<file path="config.mk">
export PLATFORM = sky130hd
export DESIGN_NAME = dma_subsystem
export DESIGN_NICKNAME = d
export VERILOG_FILES = /design/src/common/dma_xfer_pkg.sv /design/src/common/dma_regmap_pkg.sv /design/src/dma_frontend/dma_reg_frontend.sv /design/src/verilog/dma_rr_arbiter.sv /design/src/dma_backend/dma_copy_engine.sv /design/src/verilog/dma_subsystem.sv
export VERILOG_INCLUDE_DIRS = /design/src /design/src/common
export SDC_FILE = /design/constraint.sdc
export NUM_CORES = 1
export LEC_CHECK = 0
export BUFFER_PORTS_ARGS = -buffer_cell sky130_fd_sc_hd__clkbuf_2
export CAP_MARGIN = 20
export CELL_PAD_IN_SITES_DETAIL_PLACEMENT = 1
export CELL_PAD_IN_SITES_GLOBAL_PLACEMENT = 2
export CORE_ASPECT_RATIO = 1.2
export CORE_UTILIZATION = 30
export CTS_CLUSTER_SIZE = 16
export DETAILED_ROUTE_END_ITERATION = 12
export HOLD_SLACK_MARGIN = 0.15
export PLACE_DENSITY = 0.73
export SYNTH_ARGS = -nofsm -noshare
export SYNTH_HDL_FRONTEND = slang
export SYNTH_SLANG_ARGS = --single-unit
export TNS_END_PERCENT = 20
</file>
<file path="constraint.sdc">
create_clock -name clk_i -period 3.6 [get_ports clk_i]
set_input_delay 0.72 -clock clk_i [delete_from_list [all_inputs] [get_ports clk_i]]
set_output_delay 0.72 -clock clk_i [all_outputs]
set_load 0.1 [all_outputs]
</file>
<file path="src/common/dma_config.svh">
////////////////////////////////////////
// Build-time sizes of the DMA subsystem
// Port count and bus/field widths
////////////////////////////////////////

`ifndef DMA_CONFIG_SVH
`define DMA_CONFIG_SVH

// Number of register control ports
`define DMA_NUM_REGS 2

// Bus and descriptor widths
`define DMA_ADDR_W 32
`define DMA_DATA_W 32
`define DMA_LEN_W  16
`define DMA_ID_W   16

`endif

</file>
<file path="src/common/dma_xfer_pkg.sv">
////////////////////////////////////////
// Transfer descriptor types
// Copy engine FSM state encoding
////////////////////////////////////////

`include "dma_config.svh"

package dma_xfer_pkg;

  // Byte address, always word aligned
  typedef logic [`DMA_ADDR_W-1:0] addr_t;

  // Transfer length in words
  typedef logic [`DMA_LEN_W-1:0] len_t;

  // Transfer id, wraps on overflow
  typedef logic [`DMA_ID_W-1:0] tid_t;

  // One memory word
  typedef logic [`DMA_DATA_W-1:0] data_t;

  // Copy engine states
  typedef enum logic [1:0] {
    IDLE = 2'd0,
    RD   = 2'd1,
    WR   = 2'd2,
    DONE = 2'd3
  } engine_state_e;

endpackage

</file>
<file path="src/common/dma_regmap_pkg.sv">
////////////////////////////////////////
// Control port register map
// Offsets, register word, status bits
////////////////////////////////////////

package dma_regmap_pkg;

  // Width of a control port word
  typedef logic [31:0] reg_word_t;

  // Byte offsets inside one register block
  typedef enum logic [7:0] {
    SRC_ADDR = 8'h00,
    DST_ADDR = 8'h04,
    LENGTH   = 8'h08,
    // Reading this one launches the transfer
    NEXT_ID  = 8'h0C,
    DONE_ID  = 8'h10,
    STATUS   = 8'h14
  } reg_offset_e;

  // STATUS fields
  localparam int unsigned STATUS_BUSY_BIT = 0;

endpackage

</file>
<file path="src/dma_frontend/dma_reg_frontend.sv">
////////////////////////////////////////
// Register front-end of one control port
// Wishbone slave, descriptor registers,
// launch on NEXT_ID read
////////////////////////////////////////

`timescale 1ns/10ps

module dma_reg_frontend (
  input  logic                      clk_i,
  input  logic                      rst_i,
  // Wishbone classic slave
  input  logic                      ctl_cyc_i,
  input  logic                      ctl_stb_i,
  input  logic                      ctl_we_i,
  input  dma_regmap_pkg::reg_word_t ctl_adr_i,
  input  dma_regmap_pkg::reg_word_t ctl_dat_i,
  output dma_regmap_pkg::reg_word_t ctl_dat_o,
  output logic                      ctl_ack_o,
  // Launch request towards the arbiter
  output logic                      req_valid_o,
  input  logic                      req_ready_i,
  output dma_xfer_pkg::addr_t       src_o,
  output dma_xfer_pkg::addr_t       dst_o,
  output dma_xfer_pkg::len_t        len_o,
  // Engine status
  input  dma_xfer_pkg::tid_t        next_id_i,
  input  dma_xfer_pkg::tid_t        done_id_i,
  input  logic                      busy_i
);

  import dma_xfer_pkg::*;
  import dma_regmap_pkg::*;

  localparam int unsigned OFF_W = $bits(reg_offset_e);

  // Descriptor registers
  addr_t       src_q;
  addr_t       dst_q;
  len_t        len_q;

  // Bus handshake state
  logic        ack_q;
  logic        launch_q;
  reg_word_t   rd_q;
  reg_word_t   rd_d;

  // Decode
  logic        req_new;
  logic        adr_hit;
  logic        is_launch;
  reg_offset_e offs;

  // A request counts only once, not while its ack or launch is pending
  assign req_new = ctl_cyc_i & ctl_stb_i & ~ack_q & ~launch_q;

  // Upper address bits must be zero to hit the block
  assign adr_hit = (ctl_adr_i[$bits(reg_word_t)-1:OFF_W] == '0);
  assign offs    = reg_offset_e'(ctl_adr_i[OFF_W-1:0]);

  assign is_launch = req_new & ~ctl_we_i & adr_hit & (offs == NEXT_ID);

  // Read mux for ordinary reads
  always_comb begin
    rd_d = '0;
    if (adr_hit) begin
      case (offs)
        SRC_ADDR: rd_d = reg_word_t'(src_q);
        DST_ADDR: rd_d = reg_word_t'(dst_q);
        LENGTH:   rd_d = reg_word_t'(len_q);
        DONE_ID:  rd_d = reg_word_t'(done_id_i);
        STATUS:   rd_d[STATUS_BUSY_BIT] = busy_i;
        // NEXT_ID data comes from the launch path
        default:  rd_d = '0;
      endcase
    end
  end

  // Handshake and register writes
  always_ff @(posedge clk_i) begin
    if (rst_i) begin
      ack_q    <= 1'b0;
      launch_q <= 1'b0;
      src_q    <= '0;
      dst_q    <= '0;
      len_q    <= '0;
    end else begin
      ack_q <= 1'b0;
      if (launch_q) begin
        // Bus cycle stalls until the engine takes the descriptor
        if (req_ready_i) begin
          launch_q <= 1'b0;
          ack_q    <= 1'b1;
        end
      end else if (is_launch) begin
        launch_q <= 1'b1;
      end else if (req_new) begin
        ack_q <= 1'b1;
        // Read-only and unknown offsets fall through untouched
        if (ctl_we_i && adr_hit) begin
          case (offs)
            SRC_ADDR: src_q <= addr_t'(ctl_dat_i);
            DST_ADDR: dst_q <= addr_t'(ctl_dat_i);
            LENGTH:   len_q <= ctl_dat_i[$bits(len_t)-1:0];
            default:  ;
          endcase
        end
      end
    end
  end

  // Read data holding register
  always_ff @(posedge clk_i) begin
    if (launch_q && req_ready_i) begin
      // Id the engine assigns in this handshake
      rd_q <= reg_word_t'(next_id_i);
    end else if (req_new && !ctl_we_i) begin
      rd_q <= rd_d;
    end
  end

  assign ctl_ack_o   = ack_q;
  assign ctl_dat_o   = rd_q;

  assign req_valid_o = launch_q;
  assign src_o       = src_q;
  assign dst_o       = dst_q;
  assign len_o       = len_q;

endmodule

</file>
<file path="src/verilog/dma_rr_arbiter.sv">
////////////////////////////////////////
// Round-robin arbiter with lock-in
// Muxes the winning descriptor
////////////////////////////////////////

`timescale 1ns/10ps

`include "dma_config.svh"

module dma_rr_arbiter #(
  parameter int unsigned NUM = `DMA_NUM_REGS
) (
  input  logic                clk_i,
  input  logic                rst_i,
  // Front-end side
  input  logic [NUM-1:0]      req_valid_i,
  output logic [NUM-1:0]      req_ready_o,
  input  dma_xfer_pkg::addr_t src_i [NUM],
  input  dma_xfer_pkg::addr_t dst_i [NUM],
  input  dma_xfer_pkg::len_t  len_i [NUM],
  // Engine side
  output logic                eng_valid_o,
  input  logic                eng_ready_i,
  output dma_xfer_pkg::addr_t eng_src_o,
  output dma_xfer_pkg::addr_t eng_dst_o,
  output dma_xfer_pkg::len_t  eng_len_o
);

  localparam int unsigned IDX_W = (NUM > 1) ? $clog2(NUM) : 1;

  logic [IDX_W-1:0] last_q;
  logic [IDX_W-1:0] lock_idx_q;
  logic             lock_q;
  logic [IDX_W-1:0] sel;
  logic             any_valid;

  // Search starts just after the last winner
  always_comb begin : pick
    int unsigned cand;
    sel       = last_q;
    any_valid = 1'b0;
    for (int unsigned k = 1; k <= NUM; k++) begin
      cand = int'(last_q) + k;
      if (cand >= NUM) begin
        cand = cand - NUM;
      end
      if (!any_valid && req_valid_i[cand]) begin
        sel       = IDX_W'(cand);
        any_valid = 1'b1;
      end
    end
    // Locked grant wins while its requester stays valid
    if (lock_q && req_valid_i[lock_idx_q]) begin
      sel       = lock_idx_q;
      any_valid = 1'b1;
    end
  end

  always_ff @(posedge clk_i) begin
    if (rst_i) begin
      // Port 0 is first in line after reset
      last_q     <= IDX_W'(NUM - 1);
      lock_q     <= 1'b0;
      lock_idx_q <= '0;
    end else if (any_valid && eng_ready_i) begin
      last_q <= sel;
      lock_q <= 1'b0;
    end else if (any_valid) begin
      lock_q     <= 1'b1;
      lock_idx_q <= sel;
    end else begin
      lock_q <= 1'b0;
    end
  end

  assign eng_valid_o = any_valid;
  assign eng_src_o   = src_i[sel];
  assign eng_dst_o   = dst_i[sel];
  assign eng_len_o   = len_i[sel];

  // Ready goes back to the winner only
  always_comb begin
    req_ready_o      = '0;
    req_ready_o[sel] = eng_ready_i & any_valid;
  end

endmodule

</file>
<file path="src/dma_backend/dma_copy_engine.sv">
////////////////////////////////////////
// Word copy engine
// Wishbone master, id counters, busy
////////////////////////////////////////

`timescale 1ns/10ps

`include "dma_config.svh"

module dma_copy_engine (
  input  logic                clk_i,
  input  logic                rst_i,
  // Descriptor from the arbiter
  input  logic                req_valid_i,
  output logic                req_ready_o,
  input  dma_xfer_pkg::addr_t src_i,
  input  dma_xfer_pkg::addr_t dst_i,
  input  dma_xfer_pkg::len_t  len_i,
  // Status to the front-ends
  output dma_xfer_pkg::tid_t  next_id_o,
  output dma_xfer_pkg::tid_t  done_id_o,
  output logic                busy_o,
  // Wishbone classic master
  output logic                mem_cyc_o,
  output logic                mem_stb_o,
  output logic                mem_we_o,
  output dma_xfer_pkg::addr_t mem_adr_o,
  output dma_xfer_pkg::data_t mem_dat_o,
  input  dma_xfer_pkg::data_t mem_dat_i,
  input  logic                mem_ack_i
);

  import dma_xfer_pkg::*;

  // Address increment per word
  localparam addr_t WORD_STEP = addr_t'(`DMA_DATA_W / 8);

  engine_state_e state_q;

  // Current transfer
  addr_t src_q;
  addr_t dst_q;
  len_t  left_q;
  data_t data_q;
  tid_t  cur_id_q;

  // Counters and flags
  tid_t  next_id_q;
  tid_t  done_id_q;
  logic  busy_q;
  logic  stb_q;

  logic  accept;
  logic  last_word;
  logic  rd_ack;
  logic  wr_ack;

  assign req_ready_o = (state_q == IDLE);
  assign accept      = req_valid_i & req_ready_o;
  assign last_word   = (left_q == len_t'(1));
  assign rd_ack      = (state_q == RD) & stb_q & mem_ack_i;
  assign wr_ack      = (state_q == WR) & stb_q & mem_ack_i;

  // Bus outputs follow the state
  assign mem_cyc_o = stb_q;
  assign mem_stb_o = stb_q;
  assign mem_we_o  = (state_q == WR);
  assign mem_adr_o = (state_q == WR) ? dst_q : src_q;
  assign mem_dat_o = data_q;

  // Control FSM
  always_ff @(posedge clk_i) begin
    if (rst_i) begin
      state_q   <= IDLE;
      stb_q     <= 1'b0;
      busy_q    <= 1'b0;
      next_id_q <= tid_t'(1);
      done_id_q <= '0;
    end else begin
      case (state_q)
        IDLE: begin
          if (accept) begin
            next_id_q <= next_id_q + tid_t'(1);
            busy_q    <= 1'b1;
            if (len_i == '0) begin
              state_q <= DONE;
            end else begin
              state_q <= RD;
              stb_q   <= 1'b1;
            end
          end
        end
        RD: begin
          // One idle cycle between bus cycles
          if (!stb_q) begin
            stb_q <= 1'b1;
          end else if (mem_ack_i) begin
            stb_q   <= 1'b0;
            state_q <= WR;
          end
        end
        WR: begin
          if (!stb_q) begin
            stb_q <= 1'b1;
          end else if (mem_ack_i) begin
            stb_q <= 1'b0;
            if (last_word) begin
              state_q   <= DONE;
              done_id_q <= cur_id_q;
              busy_q    <= 1'b0;
            end else begin
              state_q <= RD;
            end
          end
        end
        DONE: begin
          // Zero-length transfers finish here
          done_id_q <= cur_id_q;
          busy_q    <= 1'b0;
          state_q   <= IDLE;
        end
        default: state_q <= IDLE;
      endcase
    end
  end

  // Datapath
  always_ff @(posedge clk_i) begin
    if (accept) begin
      src_q    <= src_i;
      dst_q    <= dst_i;
      left_q   <= len_i;
      cur_id_q <= next_id_q;
    end
    if (rd_ack) begin
      data_q <= mem_dat_i;
    end
    if (wr_ack) begin
      src_q  <= src_q + WORD_STEP;
      dst_q  <= dst_q + WORD_STEP;
      left_q <= left_q - len_t'(1);
    end
  end

  assign next_id_o = next_id_q;
  assign done_id_o = done_id_q;
  assign busy_o    = busy_q;

endmodule

</file>
<file path="src/verilog/dma_subsystem.sv">
////////////////////////////////////////
// DMA subsystem top level
// Front-ends, arbiter and copy engine
////////////////////////////////////////

`timescale 1ns/10ps

`include "dma_config.svh"

module dma_subsystem (
  input  logic                      clk_i,
  input  logic                      rst_i,
  // Control ports
  input  logic [`DMA_NUM_REGS-1:0]  ctl_cyc_i,
  input  logic [`DMA_NUM_REGS-1:0]  ctl_stb_i,
  input  logic [`DMA_NUM_REGS-1:0]  ctl_we_i,
  input  dma_regmap_pkg::reg_word_t ctl_adr_i [`DMA_NUM_REGS],
  input  dma_regmap_pkg::reg_word_t ctl_dat_i [`DMA_NUM_REGS],
  output dma_regmap_pkg::reg_word_t ctl_dat_o [`DMA_NUM_REGS],
  output logic [`DMA_NUM_REGS-1:0]  ctl_ack_o,
  // Memory port
  output logic                      mem_cyc_o,
  output logic                      mem_stb_o,
  output logic                      mem_we_o,
  output dma_xfer_pkg::addr_t       mem_adr_o,
  output dma_xfer_pkg::data_t       mem_dat_o,
  input  dma_xfer_pkg::data_t       mem_dat_i,
  input  logic                      mem_ack_i
);

  import dma_xfer_pkg::*;

  localparam int unsigned NUM_REGS = `DMA_NUM_REGS;

  // Front-end requests
  logic [NUM_REGS-1:0] fe_valid;
  logic [NUM_REGS-1:0] fe_ready;
  addr_t               fe_src [NUM_REGS];
  addr_t               fe_dst [NUM_REGS];
  len_t                fe_len [NUM_REGS];

  // Arbiter to engine
  logic                eng_valid;
  logic                eng_ready;
  addr_t               eng_src;
  addr_t               eng_dst;
  len_t                eng_len;

  // Engine status, shared by all ports
  tid_t                next_id;
  tid_t                done_id;
  logic                busy;

  for (genvar i = 0; i < NUM_REGS; i++) begin : gen_frontend
    dma_reg_frontend frontend_inst (
      .clk_i       (clk_i),
      .rst_i       (rst_i),
      .ctl_cyc_i   (ctl_cyc_i[i]),
      .ctl_stb_i   (ctl_stb_i[i]),
      .ctl_we_i    (ctl_we_i[i]),
      .ctl_adr_i   (ctl_adr_i[i]),
      .ctl_dat_i   (ctl_dat_i[i]),
      .ctl_dat_o   (ctl_dat_o[i]),
      .ctl_ack_o   (ctl_ack_o[i]),
      .req_valid_o (fe_valid[i]),
      .req_ready_i (fe_ready[i]),
      .src_o       (fe_src[i]),
      .dst_o       (fe_dst[i]),
      .len_o       (fe_len[i]),
      .next_id_i   (next_id),
      .done_id_i   (done_id),
      .busy_i      (busy)
    );
  end

  dma_rr_arbiter #(
    .NUM (NUM_REGS)
  ) arbiter_inst (
    .clk_i       (clk_i),
    .rst_i       (rst_i),
    .req_valid_i (fe_valid),
    .req_ready_o (fe_ready),
    .src_i       (fe_src),
    .dst_i       (fe_dst),
    .len_i       (fe_len),
    .eng_valid_o (eng_valid),
    .eng_ready_i (eng_ready),
    .eng_src_o   (eng_src),
    .eng_dst_o   (eng_dst),
    .eng_len_o   (eng_len)
  );

  dma_copy_engine engine_inst (
    .clk_i       (clk_i),
    .rst_i       (rst_i),
    .req_valid_i (eng_valid),
    .req_ready_o (eng_ready),
    .src_i       (eng_src),
    .dst_i       (eng_dst),
    .len_i       (eng_len),
    .next_id_o   (next_id),
    .done_id_o   (done_id),
    .busy_o      (busy),
    .mem_cyc_o   (mem_cyc_o),
    .mem_stb_o   (mem_stb_o),
    .mem_we_o    (mem_we_o),
    .mem_adr_o   (mem_adr_o),
    .mem_dat_o   (mem_dat_o),
    .mem_dat_i   (mem_dat_i),
    .mem_ack_i   (mem_ack_i)
  );

endmodule

</file>
### Word level (Yosys, flattened, before mapping)

Cells that the tools add are included.

| word-level totals | value |
|---|---|
| register bits after elaboration | 395 |
| latch bits | 0 |
| memory bits (writable) | 0 |
| bits in read-only memories | 0 |
| output and inout port bits | 133 |
| logic and storage cells | 210 |
| memories kept | 0 |

| operators by class | value |
|---|---|
| add/subtract/negate cells | 8 |
| multiply operators | 0 |
| divide/modulo/power cells | 0 |
| magnitude comparators | 8 |
| equality and inequality tests | 21 |
| shifts and indexed selects | 0 |
| multiplexer cells | 79 |
| bitwise operators | 28 |
| reduce and logical (&&, ||, !) cells | 39 |

Operators by type and width:

| cell | count |
|---|---|
| $mux W32 | 15 |
| $pmux W31 S4 | 2 |
| $mux W16 | 12 |
| $add A32 B3 Y32 const B | 2 |
| $ge A32 B2 Y1 const B | 2 |
| $lt A32 B2 Y1 const B | 2 |
| $sub A32 B2 Y32 const B | 2 |
| $logic_not A24 Y1 | 2 |
| $reduce_and A5 Y1 | 8 |
| $mux W1 | 36 |
| $eq A8 B4 Y1 const B | 4 |
| $eq A8 B5 Y1 const B | 4 |
| $pmux W16 S2 | 1 |
| $and A1 B1 Y1 | 17 |
| $add A16 B1 Y16 const B | 1 |
| $eq A16 B1 Y1 const B | 1 |
| $eq A8 B3 Y1 const B | 2 |
| $logic_not A16 Y1 | 1 |
| $logic_not A8 Y1 | 2 |
| $sub A16 B1 Y16 const B | 1 |
| $mux W2 | 7 |
| $logic_and A1 B1 Y1 | 10 |
| $ne A2 B1 Y1 const B | 5 |
| $pmux W1 S5 | 2 |
| 23 further kinds | 42 |

### Depth between registers and ports, before layout

| depth | value |
|---|---|
| word-level depth | 18 |
| mapped depth | 8 |
| gate-level depth less buffers | 7 |

### By module

A second synthesis with hierarchy kept.

| second synthesis, totals | value |
|---|---|
| cell total of the unflattened synthesis | 1996 |
| area total of the unflattened synthesis | 20284.5 um^2 |

By module, submodules not included:

| module | times used | cells an instance | area each (um^2) |
|---|---|---|---|
| dma_reg_frontend | 2 | 579 | 5522.8 |
| dma_copy_engine | 1 | 730 | 8067.7 |
| dma_rr_arbiter | 1 | 108 | 1171.1 |

### Worst setup path after synthesis

No wires, ideal clock.

| timing | value |
|---|---|
| kind | register to output |
| start point | register engine_inst.state_q[0] |
| end point | output port mem_adr_o[17] |
| arrival | 3.912 ns |
| setup slack | -1.032 ns |
| stages on the path, launching flop included | 7 |
| buffers on the path | 3 |
| cell sequence | dfxtp_1 inv_1 ha_1 clkbuf_1 clkbuf_1 clkbuf_1 o21ai_0 |

| on the way | value |
|---|---|
| longest elaborated chain between the ends | 2 |

RTL lines:

| what | line | text |
|---|---|---|
| from (decl) | dma_copy_engine.sv:38 | `engine_state_e state_q;` |
| from (signal assigned) | dma_copy_engine.sv:74 | `state_q <= IDLE;` |
| from (signal assigned) | dma_copy_engine.sv:86 | `state_q <= DONE;` |
| from (signal assigned) | dma_copy_engine.sv:88 | `state_q <= RD;` |
| $eq A2 B2 Y1 | -- |  |
| via mem_we_o | dma_subsystem.sv:24 | `output logic mem_we_o,` |
| $mux W32 | dma_copy_engine.sv:68 | `assign mem_adr_o = (state_q == WR) ? dst_q : src_q;` |
| to (decl) | dma_subsystem.sv:25 | `output dma_xfer_pkg::addr_t mem_adr_o,` |

The timed path passes the listed nets, and every way through them passes these cells.

### Worst setup path after layout

| timing | value |
|---|---|
| start point | register engine_inst.state_q[0] |
| end point | output port mem_adr_o[20] |

| on the way | value |
|---|---|
| longest elaborated chain between the ends | 2 |

RTL lines:

| what | line |
|---|---|
| $eq A2 B2 Y1 | dma_copy_engine.sv:68 |
| $mux W32 | dma_copy_engine.sv:68 |

No other way between the ends.

==> metrics.yaml <==
hold_start: "mem_dat_i[24]"
netlist_instances: 1866
gr-total-overflow: 0
ir_worst_vdd_uv: 303
drive_gt1_share_pct: 23.8
regToRegStartpoint: "engine_inst.state_q[0]"
timing.fmax_ghz: 0.310
total_power_mw: 11.2
dieArea_um2: 65700
drt.antenna.violating_nets: 0
syn_to_final_growth_pct: 20.5
post-route-min-period_ns: 3.23
min_path_cells: 1
grt_usage_pct: 21.1
wl_per_cell_um: 23.3
clk_latency_ns: 0.59
cts_sinks: 395
r2r_cells: 7
synth-seq-cells: 395
dpl.hpwl_um: 51900
num-nets-final: 2320
synth_area_um2: 19400
period_share_pct: 89.7
r2r-end: "gen_frontend[1].frontend_inst.ctl_dat_o[7]"
cts_root_buffer: "clkbuf_16"
antenna_found_initial: 2
io_pins: 302
ys_seq_area_share_pct: 49.0
hold_viol: 0
wl_um: 69900
grt_max_degree: 96
first_pass_iters: 9
avgSynthCellArea_um2: 10.4
min_path_type: "input port to flip-flop"
core_area_um2: 63600
cts_buffer_depth: 3
drc_errors: 11
synth-main-ff-cell: "dfxtp_1"
ys_warn_count: 0
crit_arrival_ns: 2.51
num_rows: 101
cts_setup_buffers: 0
finalClockSkew_ns: 0.0194
cts_tree: "done"
htree_levels: 2
reg2reg_slack_ns: 0.80
synth_nets: 2046
critPathKind: "flip-flop to output pin"
power_density_nw_per_um2: 481
endpoint_kind: "output pin"
grt_pass1_wl_um: 105000
maxSlewViolCount: 0
status: "finished, violations left"
initial_core_util_pct: 30.5
cts.clk_slew.worst_paths_ns: 0.06
tightest_slew_ns: 0.916
critPathRequiredTime_ns: 2.88
tns_ns: 0
setup_viol: 0
post-place-ws_ns: 0.486
start_kind: "flip-flop"
cts-buffers-inserted: 45
violations: "DRC"
synth_edf_count: 160
async_flop_share_pct: 0
dieWidth_um: 234
avgViaCountPerCell: 5.13
synth_cell_types: 69
drt-initial-drc-count: 904
fin_util_pct: 36.8
vias: 15391
cp_max_fo: 29
rsz0062_at_grt: "false"
grt_pass1_vias: 16278
maxSlewHeadroom_pct: 38.7
setup_ws_ns: 0.372
min_to: "engine_inst.mem_dat_o[24]"
p_leak_nw: 8.73
cap_violations: 0
place_congestion: 0.854
numPortBuffers: 301
die_y_um: 280
[critical path: stages, from the launching register on]
cell      delay (ns)
dfxtp_1         0.35
inv_1           0.17
ha_4            0.44
buf_12          0.22
mux2_2          0.35
clkbuf_2        0.37
[per-stage QoR]
stage	instance area (µm²)	std cells	hold WS, ns
after floorplan	19400	1866	0.406
after global placement	21800	2917	0.441
after detailed placement	21800	2917	0.447
after CTS	23400	3001	0.285
after global routing	23400	3003	0.293
final	23400	3003	0.317
[timing repair]
item                       CTS  global route
gates resized for setup      0             1
hold buffers                 0             0
setup endpoints to repair    0             9
[cell families after synthesis]
family / Yosys count / synth area share, %
mux: 311 / 16.6
xor+xnor: 80 / 3.61
fa+ha+maj: 12 / 0.761
flops: 395 / 49.0
simple gates: 663 / 17.6
compound gates: 257 / 8.72
buf+inv: 148 / 3.68
[power breakdown]
group	switching, mW	leakage, nW	internal, mW
Sequential	0.0719	3.34	4.70
Clock	1.99	0.754	2.84
Combinational	1.22	4.64	0.409
[sequential cells by signal, summed over array words and instances, names as in the netlist]
register                                count
gen_frontend.frontend_inst.ctl_dat_o       64
gen_frontend.frontend_inst.dst_o           64
gen_frontend.frontend_inst.src_o           64
engine_inst.dst_q                          32
engine_inst.mem_dat_o                      32
engine_inst.src_q                          32
gen_frontend.frontend_inst.len_o           32
engine_inst.cur_id_q                       16
engine_inst.done_id_o                      16
engine_inst.left_q                         16
engine_inst.next_id_o                      16
engine_inst.state_q                         2
gen_frontend.frontend_inst.ctl_ack_o        2
gen_frontend.frontend_inst.req_valid_o      2
arbiter_inst.last_q                         1
arbiter_inst.lock_idx_q                     1
arbiter_inst.lock_q                         1
engine_inst.busy_o                          1
engine_inst.mem_cyc_o                       1
[synthesized netlist by cell type, types with 3 or more instances]
| cell type | count | area, µm² |
|---|---|---|
| and2_1 | 6 | 37.5 |
| nor2b_1 | 5 | 31.3 |
| a21oi_1 | 29 | 145 |
| nor3_1 | 28 | 140 |
| clkbuf_1 | 75 | 282 |
| buf_4 | 11 | 82.6 |
| xor2_1 | 18 | 158 |
| edfxtp_1 | 160 | 4800 |
| nand2_1 | 186 | 698 |
| nor2_1 | 142 | 533 |
| buf_1 | 11 | 41.3 |
| a22oi_1 | 15 | 113 |
| and4_1 | 9 | 78.8 |
| nor4_1 | 39 | 244 |
| nand4_1 | 19 | 119 |
| a22o_1 | 39 | 342 |
| nand2b_1 | 148 | 926 |
| buf_2 | 20 | 100 |
| and3_1 | 12 | 75.1 |
| xnor2_1 | 62 | 543 |
| mux2i_1 | 232 | 2320 |
| and4bb_1 | 4 | 50.1 |
| ha_1 | 11 | 138 |
| or4_1 | 4 | 30.0 |
| or3_1 | 4 | 25.0 |
| o2111ai_1 | 3 | 26.3 |
| nand3_1 | 34 | 170 |
| a31oi_1 | 4 | 25.0 |
| a222oi_1 | 15 | 150 |
| o21ai_0 | 121 | 606 |
| buf_8 | 6 | 90.1 |
| mux2_2 | 78 | 878 |
| a32o_1 | 16 | 160 |
| inv_1 | 23 | 86.3 |
| nor3b_1 | 4 | 30.0 |
| dfxtp_1 | 235 | 4700 |
[cell usage in the layout, fill, tap and decap left out, types with 3 or more instances in the layout]
cell type / synthesis / final
clkbuf_1: 75 / 10
bufinv_16: 0 / 5
o21ai_0: 121 / 116
dfxtp_1: 235 / 235
a32o_1: 16 / 16
nor3_1: 28 / 28
nand2b_1: 148 / 148
nand4_1: 19 / 19
clkbuf_8: 0 / 4
mux2i_1: 232 / 232
buf_4: 11 / 42
a21oi_1: 29 / 29
a22oi_1: 15 / 15
o2111ai_1: 3 / 3
clkbuf_2: 0 / 300
or4_1: 4 / 4
ha_1: 11 / 10
clkinv_2: 0 / 10
nand2_1: 186 / 185
buf_12: 1 / 9
edfxtp_1: 160 / 160
nand3_1: 34 / 33
and2_1: 6 / 6
nor2b_1: 5 / 5
xor2_1: 18 / 18
and3_1: 12 / 11
inv_1: 23 / 23
nor2_1: 142 / 142
xnor2_1: 62 / 62
a22o_1: 39 / 39
clkbuf_16: 0 / 47
clkinv_1: 0 / 5
and4_1: 9 / 9
nor4_1: 39 / 39
or3_1: 4 / 4
nor3b_1: 4 / 4
a31oi_1: 4 / 4
a222oi_1: 15 / 15
o21ai_1: 1 / 6
mux2_2: 78 / 78
[worst max-delay path by stage]
stage | startpoint | to | slack (ns) | cells past startpoint
finish | engine_inst.state_q[0] | mem_adr_o[20] | 0.37 | 5
global route | engine_inst.state_q[0] | mem_adr_o[21] | 0.25 | 5
CTS | engine_inst.state_q[0] | mem_adr_o[20] | 0.08 | 5
detailed placement | ctl_adr_i[1] | gen_frontend[1].frontend_inst.ctl_dat_o[1] | 0.49 | 6
global placement | ctl_adr_i[1] | gen_frontend[1].frontend_inst.src_o[23] | 0.65 | 8
floorplan | engine_inst.state_q[0] | mem_adr_o[17] | -0.35 | 7
[layout make-up]
class	count	area (µm²)
sequential	395	9510
multi-input combinational	1323	9200
fill	7197	40200
timing repair buffer	352	2010
clock buffer	61	1270
antenna	2	5.00
tap	824	1030
inverter	23	86.3
clock inverter	23	263
[routing by layer]
| metal | wire [µm] | vias up | GRT usage (%) | part of all wire [%] |
|---|---|---|---|---|
| met5 | 0 | - | 0 | 0 |
| met2 | 35900 | 305 | 37.8 | 51 |
| met1 | 30300 | 7748 | 26.8 | 43 |
| met3 | 2390 | 74 | 2.34 | 3.4 |
| li1 | - | 7264 | - | - |
| met4 | 1220 | 0 | 4.88 | 1.7 |
Power figures use the tool's default switching activity.
